--- src/logic/pad_params.svh ---
`ifndef PAD_PARAMS_SVH
`define PAD_PARAMS_SVH

// Pad ring size
`define PAD_NUM_PAD 8

// OBI bus widths
`define PAD_DATA_W 32
`define PAD_ADDR_W 32
`define PAD_BE_W   4

// Depth of the pad input synchronizer
`define PAD_SYNC_STAGES 2

// Register map, byte offsets
`define PAD_OFS_GPIO_OUT 32'h0000_0000
`define PAD_OFS_GPIO_OE  32'h0000_0004
`define PAD_OFS_GPIO_IN  32'h0000_0008
`define PAD_OFS_PAD_MUX  32'h0000_000C
`define PAD_OFS_EXIT     32'h0000_0010

`endif

--- src/logic/pad_pkg.sv ---
`include "pad_params.svh"

package pad_pkg;

  // --------------------------------------------------
  // OBI bus
  // --------------------------------------------------
  typedef struct packed {
    logic                   req;
    logic                   we;
    logic [`PAD_BE_W-1:0]   be;
    logic [`PAD_ADDR_W-1:0] addr;
    logic [`PAD_DATA_W-1:0] wdata;
  } obi_req_t;

  typedef struct packed {
    logic                   gnt;
    logic                   rvalid;
    logic [`PAD_DATA_W-1:0] rdata;
  } obi_rsp_t;

  // --------------------------------------------------
  // Register access
  // --------------------------------------------------
  typedef enum logic [2:0] {
    NONE     = 3'd0,
    GPIO_OUT = 3'd1,
    GPIO_OE  = 3'd2,
    GPIO_IN  = 3'd3,
    PAD_MUX  = 3'd4,
    EXIT     = 3'd5
  } reg_sel_e;

  // One access per granted request
  typedef struct packed {
    logic                   valid;
    logic                   we;
    reg_sel_e               sel;
    logic [`PAD_BE_W-1:0]   be;
    logic [`PAD_DATA_W-1:0] wdata;
  } reg_access_t;

  // Per-pad function select
  typedef enum logic {
    PAD_FN_GPIO = 1'b0,
    PAD_FN_ALT  = 1'b1
  } pad_fn_e;

endpackage

--- src/logic/obi_reg_ctrl.sv ---
`timescale 1ns/10ps
`include "pad_params.svh"

module obi_reg_ctrl (
  input  logic                   clk_i,
  input  logic                   rst_i,
  input  pad_pkg::obi_req_t      obi_req_i,
  output pad_pkg::obi_rsp_t      obi_rsp_o,
  output pad_pkg::reg_access_t   access_o,
  input  logic [`PAD_DATA_W-1:0] gpio_rdata_i,
  input  logic [`PAD_DATA_W-1:0] pad_rdata_i
);
  import pad_pkg::*;

  logic [`PAD_ADDR_W-1:0] word_addr;
  reg_sel_e               sel;
  logic [`PAD_DATA_W-1:0] rd_mux;
  logic                   rvalid_q;
  logic [`PAD_DATA_W-1:0] rdata_q;

  // --------------------------------------------------
  // Address decode
  // --------------------------------------------------
  // Byte offset inside the word is ignored
  assign word_addr = {obi_req_i.addr[`PAD_ADDR_W-1:2], 2'b00};

  always_comb begin
    case (word_addr)
      `PAD_OFS_GPIO_OUT: sel = GPIO_OUT;
      `PAD_OFS_GPIO_OE:  sel = GPIO_OE;
      `PAD_OFS_GPIO_IN:  sel = GPIO_IN;
      `PAD_OFS_PAD_MUX:  sel = PAD_MUX;
      `PAD_OFS_EXIT:     sel = EXIT;
      default:           sel = NONE;
    endcase
  end

  // No back-pressure, so every request is an accepted access
  always_comb begin
    access_o.valid = obi_req_i.req;
    access_o.we    = obi_req_i.we;
    access_o.sel   = sel;
    access_o.be    = obi_req_i.be;
    access_o.wdata = obi_req_i.wdata;
  end

  // Read data from the block owning the selected register
  always_comb begin
    case (sel)
      GPIO_OUT, GPIO_OE, GPIO_IN: rd_mux = gpio_rdata_i;
      PAD_MUX, EXIT:              rd_mux = pad_rdata_i;
      default:                    rd_mux = '0;
    endcase
  end

  // --------------------------------------------------
  // Response
  // --------------------------------------------------
  always_ff @(posedge clk_i) begin
    if (rst_i) begin
      rvalid_q <= 1'b0;
    end else begin
      rvalid_q <= obi_req_i.req;
    end
  end

  // Old register contents are sampled, writes answer zero
  always_ff @(posedge clk_i) begin
    if (obi_req_i.req) begin
      rdata_q <= obi_req_i.we ? '0 : rd_mux;
    end
  end

  always_comb begin
    obi_rsp_o.gnt    = obi_req_i.req;
    obi_rsp_o.rvalid = rvalid_q;
    obi_rsp_o.rdata  = rdata_q;
  end

endmodule

--- src/logic/gpio_regs.sv ---
`timescale 1ns/10ps
`include "pad_params.svh"

module gpio_regs (
  input  logic                    clk_i,
  input  logic                    rst_i,
  input  pad_pkg::reg_access_t    access_i,
  input  logic [`PAD_NUM_PAD-1:0] pad_in_i,
  output logic [`PAD_NUM_PAD-1:0] gpio_out_o,
  output logic [`PAD_NUM_PAD-1:0] gpio_oe_o,
  output logic [`PAD_DATA_W-1:0]  rdata_o
);
  import pad_pkg::*;

  logic [`PAD_NUM_PAD-1:0]                      gpio_out_q;
  logic [`PAD_NUM_PAD-1:0]                      gpio_oe_q;
  logic [`PAD_SYNC_STAGES-1:0][`PAD_NUM_PAD-1:0] sync_q;
  logic                                         wr_en;

  // Lane-masked update, pad k sits in byte lane k/8
  function automatic logic [`PAD_NUM_PAD-1:0] merge_be(
    input logic [`PAD_NUM_PAD-1:0] old_val,
    input logic [`PAD_DATA_W-1:0]  wdata,
    input logic [`PAD_BE_W-1:0]    be
  );
    logic [`PAD_NUM_PAD-1:0] res;
    res = old_val;
    for (int i = 0; i < `PAD_NUM_PAD; i++) begin
      if (be[i/8]) res[i] = wdata[i];
    end
    return res;
  endfunction

  assign wr_en = access_i.valid && access_i.we;

  // --------------------------------------------------
  // Output and output-enable registers
  // --------------------------------------------------
  always_ff @(posedge clk_i) begin
    if (rst_i) begin
      gpio_out_q <= '0;
      gpio_oe_q  <= '0;
    end else if (wr_en) begin
      if (access_i.sel == GPIO_OUT) begin
        gpio_out_q <= merge_be(gpio_out_q, access_i.wdata, access_i.be);
      end
      if (access_i.sel == GPIO_OE) begin
        gpio_oe_q <= merge_be(gpio_oe_q, access_i.wdata, access_i.be);
      end
    end
  end

  // Input synchronizer, last stage feeds GPIO_IN
  always_ff @(posedge clk_i) begin
    if (rst_i) begin
      sync_q <= '0;
    end else begin
      sync_q <= {sync_q[`PAD_SYNC_STAGES-2:0], pad_in_i};
    end
  end

  assign gpio_out_o = gpio_out_q;
  assign gpio_oe_o  = gpio_oe_q;

  always_comb begin
    case (access_i.sel)
      GPIO_OUT: rdata_o = `PAD_DATA_W'(gpio_out_q);
      GPIO_OE:  rdata_o = `PAD_DATA_W'(gpio_oe_q);
      GPIO_IN:  rdata_o = `PAD_DATA_W'(sync_q[`PAD_SYNC_STAGES-1]);
      default:  rdata_o = '0;
    endcase
  end

endmodule

--- src/logic/pad_ctrl_regs.sv ---
`timescale 1ns/10ps
`include "pad_params.svh"

module pad_ctrl_regs (
  input  logic                    clk_i,
  input  logic                    rst_i,
  input  pad_pkg::reg_access_t    access_i,
  output logic [`PAD_NUM_PAD-1:0] pad_mux_o,
  output logic [`PAD_DATA_W-1:0]  exit_value_o,
  output logic                    exit_valid_o,
  output logic [`PAD_DATA_W-1:0]  rdata_o
);
  import pad_pkg::*;

  logic [`PAD_NUM_PAD-1:0] pad_mux_q;
  logic [`PAD_DATA_W-1:0]  exit_value_q;
  logic                    exit_valid_q;
  logic                    wr_mux;
  logic                    wr_exit;

  assign wr_mux  = access_i.valid && access_i.we && (access_i.sel == PAD_MUX);
  assign wr_exit = access_i.valid && access_i.we && (access_i.sel == EXIT);

  // --------------------------------------------------
  // Pad-mux select register
  // --------------------------------------------------
  always_ff @(posedge clk_i) begin
    if (rst_i) begin
      pad_mux_q <= '0;
    end else if (wr_mux) begin
      for (int i = 0; i < `PAD_NUM_PAD; i++) begin
        if (access_i.be[i/8]) pad_mux_q[i] <= access_i.wdata[i];
      end
    end
  end

  // --------------------------------------------------
  // Exit value and valid
  // --------------------------------------------------
  always_ff @(posedge clk_i) begin
    if (rst_i) begin
      exit_value_q <= '0;
    end else if (wr_exit) begin
      for (int b = 0; b < `PAD_BE_W; b++) begin
        if (access_i.be[b]) exit_value_q[8*b +: 8] <= access_i.wdata[8*b +: 8];
      end
    end
  end

  // Sticky once set, even for an all-zero byte enable
  always_ff @(posedge clk_i) begin
    if (rst_i) begin
      exit_valid_q <= 1'b0;
    end else if (wr_exit) begin
      exit_valid_q <= 1'b1;
    end
  end

  assign pad_mux_o    = pad_mux_q;
  assign exit_value_o = exit_value_q;
  assign exit_valid_o = exit_valid_q;

  always_comb begin
    case (access_i.sel)
      PAD_MUX: rdata_o = `PAD_DATA_W'(pad_mux_q);
      EXIT:    rdata_o = exit_value_q;
      default: rdata_o = '0;
    endcase
  end

endmodule

--- src/logic/pad_mux.sv ---
`timescale 1ns/10ps
`include "pad_params.svh"

module pad_mux (
  input  logic [`PAD_NUM_PAD-1:0] pad_mux_i,
  input  logic [`PAD_NUM_PAD-1:0] gpio_out_i,
  input  logic [`PAD_NUM_PAD-1:0] gpio_oe_i,
  input  logic [`PAD_NUM_PAD-1:0] exit_bits_i,
  input  logic [`PAD_NUM_PAD-1:0] pad_i,
  output logic [`PAD_NUM_PAD-1:0] pad_o,
  output logic [`PAD_NUM_PAD-1:0] pad_oe_o,
  output logic [`PAD_NUM_PAD-1:0] gpio_in_o
);
  import pad_pkg::*;

  // Shared pads, one select bit per pad
  always_comb begin
    for (int k = 0; k < `PAD_NUM_PAD; k++) begin
      case (pad_fn_e'(pad_mux_i[k]))
        PAD_FN_ALT: begin
          // Exit bit always drives the pad
          pad_o[k]     = exit_bits_i[k];
          pad_oe_o[k]  = 1'b1;
          gpio_in_o[k] = 1'b0;
        end
        default: begin
          pad_o[k]     = gpio_out_i[k];
          pad_oe_o[k]  = gpio_oe_i[k];
          gpio_in_o[k] = pad_i[k];
        end
      endcase
    end
  end

endmodule

--- src/logic/heep_pad_top.sv ---
`timescale 1ns/10ps
`include "pad_params.svh"

module heep_pad_top (
  input  logic                    clk_i,
  input  logic                    rst_i,

  // External OBI master
  input  pad_pkg::obi_req_t       obi_req_i,
  output pad_pkg::obi_rsp_t       obi_rsp_o,

  // Pads
  input  logic [`PAD_NUM_PAD-1:0] pad_i,
  output logic [`PAD_NUM_PAD-1:0] pad_o,
  output logic [`PAD_NUM_PAD-1:0] pad_oe_o,

  // Exit status
  output logic                    exit_valid_o,
  output logic [`PAD_DATA_W-1:0]  exit_value_o
);
  import pad_pkg::*;

  // --------------------------------------------------
  // Internal signals
  // --------------------------------------------------
  reg_access_t             access;
  logic [`PAD_DATA_W-1:0]  gpio_rdata;
  logic [`PAD_DATA_W-1:0]  pad_rdata;
  logic [`PAD_NUM_PAD-1:0] gpio_out;
  logic [`PAD_NUM_PAD-1:0] gpio_oe;
  logic [`PAD_NUM_PAD-1:0] gpio_in;
  logic [`PAD_NUM_PAD-1:0] pad_mux_sel;

  // Bus slave and register decode
  obi_reg_ctrl u_obi_reg_ctrl (
    .clk_i       (clk_i),
    .rst_i       (rst_i),
    .obi_req_i   (obi_req_i),
    .obi_rsp_o   (obi_rsp_o),
    .access_o    (access),
    .gpio_rdata_i(gpio_rdata),
    .pad_rdata_i (pad_rdata)
  );

  gpio_regs u_gpio_regs (
    .clk_i     (clk_i),
    .rst_i     (rst_i),
    .access_i  (access),
    .pad_in_i  (gpio_in),
    .gpio_out_o(gpio_out),
    .gpio_oe_o (gpio_oe),
    .rdata_o   (gpio_rdata)
  );

  pad_ctrl_regs u_pad_ctrl_regs (
    .clk_i       (clk_i),
    .rst_i       (rst_i),
    .access_i    (access),
    .pad_mux_o   (pad_mux_sel),
    .exit_value_o(exit_value_o),
    .exit_valid_o(exit_valid_o),
    .rdata_o     (pad_rdata)
  );

  // Low exit bits form the alternate function
  pad_mux u_pad_mux (
    .pad_mux_i  (pad_mux_sel),
    .gpio_out_i (gpio_out),
    .gpio_oe_i  (gpio_oe),
    .exit_bits_i(exit_value_o[`PAD_NUM_PAD-1:0]),
    .pad_i      (pad_i),
    .pad_o      (pad_o),
    .pad_oe_o   (pad_oe_o),
    .gpio_in_o  (gpio_in)
  );

endmodule

--- config.mk ---
export PLATFORM = sky130hd
export DESIGN_NAME = heep_pad_top
export DESIGN_NICKNAME = d
export VERILOG_FILES = /design/src/logic/pad_pkg.sv /design/src/logic/obi_reg_ctrl.sv /design/src/logic/gpio_regs.sv /design/src/logic/pad_ctrl_regs.sv /design/src/logic/pad_mux.sv /design/src/logic/heep_pad_top.sv
export VERILOG_INCLUDE_DIRS = /design/src /design/src/logic
export SDC_FILE = /design/constraint.sdc
export NUM_CORES = 1
export LEC_CHECK = 0
export BUFFER_PORTS_ARGS = -buffer_cell sky130_fd_sc_hd__buf_2
export CORE_MARGIN = 5
export CORE_UTILIZATION = 43
export DETAILED_ROUTE_END_ITERATION = 7
export PLACE_DENSITY = 0.78
export SLEW_MARGIN = 0
export SYNTH_ARGS = -nofsm -noshare
export SYNTH_HDL_FRONTEND = slang
export SYNTH_SLANG_ARGS = --single-unit
export TNS_END_PERCENT = 50
--- constraint.sdc ---
create_clock -name clk_i -period 2.1 [get_ports clk_i]
set_input_delay 0.21 -clock clk_i [delete_from_list [all_inputs] [get_ports clk_i]]
set_output_delay 0.21 -clock clk_i [all_outputs]
set_load 0.03 [all_outputs]
# Yosys cells after proc, flatten, opt, wreduce, memory -nomap -nowiden
# Cells that the tools add are included.
# op_classes
eq_ne	9
muxes	20
n_reduce_logical	21
# ops
cell	n
case mux 32 bit (2 select lines)	2
equality test 30 x 2 -> 1 bit, second input constant	2
logical NOT 32 bit	1
equality test 30 x 1 -> 1 bit, second input constant	1
equality test 30 x 3 -> 1 bit, second input constant	1
case mux 8 bit (3 select lines)	1
OR reduction 2 bit	9
2-to-1 mux 1 bit	16
case mux 3 bit (5 select lines)	1
AND reduction 2 bit	5
equality test 3 x 2 -> 1 bit, second input constant	2
equality test 3 bit, second input constant	2
AND reduction 3 bit	2
equality test 3 x 1 -> 1 bit, second input constant	1
logical AND 1 bit	3
OR reduction 3 bit	1
# totals
regBits	106
out_inout_bits	83
wordCells	69

# Logic depth before layout (Yosys ltp)
# logic_depth
word_depth	5
mapped_depth	6
ltp_nobuf	4

# By module
# From an unflattened synthesis, not the netlist that was laid out.
# hier_totals
hier_cells	614
area_unflattened_um2	5987.0
# by_module_without_submodules
module	instances	cells_each	area_each_um2	seq_area_each_um2
pad_ctrl_regs	1	233	2167.1	820.8
obi_reg_ctrl	1	205	2063.2	980.9
gpio_regs	1	152	1516.5	640.6
pad_mux	1	24	240.2	0.0

# Worst setup path after synthesis
# OpenSTA, ideal clock, no wires.
# synth_timing
path_type	input to register
start	in obi_req_i[39] (netlist bit)
end	reg u_gpio_regs.gpio_out_q[1], in the netlist u_gpio_regs.gpio_out_o[1]
arrival_ns	1.927
t_required_ns	1.979
slack_ns	0.052
path_stages	6
path_buffers	2
path_cell_list	or4_1 or3_1 buf_6 or4_4 buf_6 mux2i_1
# synth_between
elab_chain_len	4
word_cells_on_any_way	8
classes_between	eq/ne (5); mux (1); reduce/logical (2)
# synth_lines
item	line	source
from (decl)	heep_pad_top.sv:9	input pad_pkg::obi_req_t obi_req_i,
equality test 30 x 3 -> 1 bit (tied with other cells)	obi_reg_ctrl.sv:28	case (word_addr)
case mux 3 bit (5 select lines) *	obi_reg_ctrl.sv:28	
equality test 3 x 1 -> 1 bit *	gpio_regs.sv:44	if (access_i.sel == GPIO_OUT) begin
AND reduction 3 bit (no source line) *	-	
to (signal assigned)	gpio_regs.sv:45	gpio_out_q <= merge_be(gpio_out_q, access_i.wdata, access_i.be);
to (decl)	gpio_regs.sv:15	logic [`PAD_NUM_PAD-1:0] gpio_out_q;
# Every way passes the cells marked *; elsewhere a longest branch is shown, timed or not.
# A chain may end at the register's enable or synchronous reset.

# Worst setup path after layout
# layout_timing
start	in obi_req_i[39] (netlist bit)
end	reg u_gpio_regs.gpio_oe_q[0], in the netlist u_gpio_regs.gpio_oe_o[0]
# layout_between
elab_chain_len	4
word_cells_on_any_way	8
classes_between	eq/ne (5); mux (1); reduce/logical (2)
# layout_lines
item	line	source
equality test 30 x 3 -> 1 bit (tied with other cells)	obi_reg_ctrl.sv:28	
case mux 3 bit (5 select lines) *	obi_reg_ctrl.sv:28	
equality test 3 x 2 -> 1 bit *	gpio_regs.sv:47	if (access_i.sel == GPIO_OE) begin
AND reduction 3 bit (no source line) *	-	
to (signal assigned)	gpio_regs.sv:48	gpio_oe_q <= merge_be(gpio_oe_q, access_i.wdata, access_i.be);
to (decl)	gpio_regs.sv:16	logic [`PAD_NUM_PAD-1:0] gpio_oe_q;
# Marks and branches as above.

==> summary.md <==
| Metric | Value |
|---|---|
| Largest stage delay on the critical path | 0.54 ns |
| Min Hold Slack | 0.0835 ns |
| Worst setup path class | primary input to register |
| Clock tree buffer depth | 2 |
| Setup bufs post-CTS | 0 |
| Outcome | finished clean |
| Vias in the first global route | 3,968 |
| Max Transition Viols Final | 0 |
| Routed WL | 13,000 um |
| First-pass GRT wire length | 20,400 um |
| Peak VDD IR | 0.297 mV |
| Fin crit share | 0.865 |
| I/O pin total | 163 |
| RSZ-0062 raised after global routing | false |
| Worst skew pair latency | 0.37 ns |
| Crit end category | register |
| Via count | 3,980 |
| Final setup vio count | 0 |
| Floorplan core area | 0.0104 mm^2 |
| Layout Nets | 664 |
| Fmax achieved | 551 MHz |
| Routed len/inst | 17.9 um |
| Hold buffers post-CTS | 0 |
| Fin. Hold Viols | 0 |
| Worst Path Required | 2.35 ns |
| FF+latch count, synth | 106 |
| Clock tree from TritonCTS | done |
| Initial Util | 0.443 |
| Layout Skew | 0.0124 ns |
| HPWL Detailed | 9690 um |
| Power density cells | 662 mW/mm^2 |
| Post-CTS sizing | 0 |
| Die area | 0.0129 mm^2 |
| Post-Syn Area per Cell | 10.9 um^2 |
| Worst path most repeated cell | or4_1 |
| Post-synth net total | 504 |
| DR vias/cell | 5.49 |
| Num CTS Buffers | 9 |
| Worst path cell trace | buf_2, or4_1, or3_1, or4_1, buf_4, mux2i_1 |
| Critical Path Source Type | primary input |
| Count of cell types in the netlist | 35 |
| Synth Flop Type | dfxtp_1 |
| Die extent in y | 114 um |
| Critical path peak fanout | 8 |
| WP data arrival | 2.06 ns |
| CP bufs+invs | 2 |
| Hold crit path type | primary input to register |
| Largest net degree at the start of global routing | 37 |
| Final core utilization | 0.565 |
| Die X | 114 um |
| Tmin final | 1.82 ns |
| Starting DRT DRC Count | 255 |
| CTS H-tree lvls | 3 |
| Mapped Cells | 424 |
| Final GP Congestion | 0.796 |
| Critical path's top delay family | simple AND/OR/NAND/NOR gates |
| Reg area | 0.00244 mm^2 |
| Post-route ant nets | 0 |
| Drt first pass iters | 4 |
| Slew @ Worst Pin | 0.845 ns |
| Synth warnings | 0 |
| Slew HR | 0.436 |
| Site row count | 37 |
| Ratio of cells with drive above 1 in the final layout | 0.377 |
| Congestion Overflow GR | 0 |
| Leak | 0.00260 uW |
| Clock root buffer master | clkbuf_8 |
| Area delta synth->final | 27.4% |
| N_diodes | 0 |
| Number of antenna violations at the first check in global routing | 0 |
| Async set-reset flop share out of synthesis | 0 |
| Footprint of the multi-input gates | 0.00201 mm^2 |
| Seq/Total Area, Yosys | 0.529 |
| # DRC | 0 |
| Slowest cell on crit path | or4_1 |
| Post-Syn Area | 0.00462 mm^2 |
| CTS sink count | 106 |
| Tot GR Track Use | 0.200 |
| # fillers | 907 |
| CTS clk-pin slew, worst paths | 0.11 ns |
| Max capacitance violation total | 0 |
| I/O Buffers | 160 |
| Post-synth EDFFs | 32 |
-- routing by layer --
layer / part of all wire / vias to the layer above / track usage
li1: - / 1876 / -
met1: 0.40 / 1886 / 0.238
met2: 0.50 / 201 / 0.355
met3: 0.088 / 17 / 0.0435
met4: 0.014 / 0 / 0.0713
met5: 0 / - / 0
-- cells in the final DEF (no fill, tap or decap), drive strengths merged --
cell type    n
a21oi       24
a22oi       16
a31oi        1
and2        34
and3         3
and4         3
buf        186
bufinv       1
clkbuf      13
dfxtp       74
edfxtp      32
inv          2
mux2        16
mux2i       32
nand2        1
nand2b      40
nand3        5
nand3b       1
nand4       27
nor2         5
nor2b       11
nor3         1
nor3b        8
nor4         5
nor4b        2
o22ai        8
o31ai       24
or2          8
or3          2
or4          4
-- area by class of cell --
cell class,instances,area share
sequential,106,0.415
tap,136,0.0289
timing repair buffer,186,0.174
clock inverter,3,0.00808
clock buffer,13,0.0325
multi-input combinational,281,0.342
-- registers in the layout, summed over array words and instances (netlist names) --
signal	flops
u_gpio_regs.gpio_oe_o	8
u_gpio_regs.gpio_out_o	8
u_gpio_regs.sync_q	16
u_obi_reg_ctrl.rdata_q	32
u_obi_reg_ctrl.rvalid_q	1
u_pad_ctrl_regs.exit_valid_o	1
u_pad_ctrl_regs.exit_value_o	32
u_pad_ctrl_regs.pad_mux_o	8
-- synth_stat cells (4+ instances only) --
master,instances,area [um^2]
o31ai_1,24,180
a21oi_1,24,120
clkbuf_1,28,105
nor4_1,4,25.0
dfxtp_1,74,1480
nor3b_1,8,60.1
or2_2,8,50.1
nand3_1,5,25.0
mux2_1,8,90.1
a22oi_1,16,120
nand2b_1,40,250
o22ai_1,8,50.1
mux2_2,8,90.1
and2_1,34,213
nor2_1,5,18.8
nor2b_1,11,68.8
edfxtp_1,32,961
mux2i_1,32,320
nand4_1,27,169
-- logic make-up after synthesis --
logic type,share of synthesized area
muxes,0.108
DFF,0.529
and+or+nand+nor,0.222
AOI/OAI and AO/OA,0.103
buffers and inverters,0.0369
-- path summary, 6_finish.rpt --
kind / cells after the start / start / slack (ns) / endpoint
worst max register to register: 4 / u_pad_ctrl_regs.pad_mux_o[7]$_SDFFE_PP0P_ / 0.75 / u_obi_reg_ctrl.rdata_q[7]$_SDFFCE_PP0P_
worst min-delay path: 2 / pad_i[2] / 0.08 / u_gpio_regs.sync_q[2]$_SDFF_PP0_
worst max-delay path: 6 / obi_req_i[39] / 0.28 / u_gpio_regs.gpio_oe_o[0]$_SDFFE_PP0P_
worst min register to register: 1 / u_gpio_regs.sync_q[5]$_SDFF_PP0_ / 0.45 / u_gpio_regs.sync_q[13]$_SDFF_PP0_
-- where the power goes --
group          switching [uW]  total (uW)  leakage, uW  internal, uW
Combinational             188         309      0.00157           121
Sequential               10.5        2160     0.000908          2150
Clock                     690        1430     0.000121           739
-- worst register-to-register path, cell delays in order, from the launching register on --
cell and delay [ns]:
dfxtp_1 0.36, mux2_1 0.30, a22oi_1 0.16, o22ai_1 0.12, and2_1 0.17
-- through the flow --
stage                     total power (uW)  TNS (ns)  instances  setup WS (ns)  cell area [um^2]
final                                 3900         0        725          0.284              5880
after global routing                  4040         0        725          0.221              5880
after CTS                             3930         0        725          0.295              5880
after detailed placement              2510     -1.36        709        -0.0891              5640
after global placement                2510     -1.20        709        -0.0754              5640
after floorplan                       2350         0        424         0.0521              4620
Power figures use the tool's default switching activity.
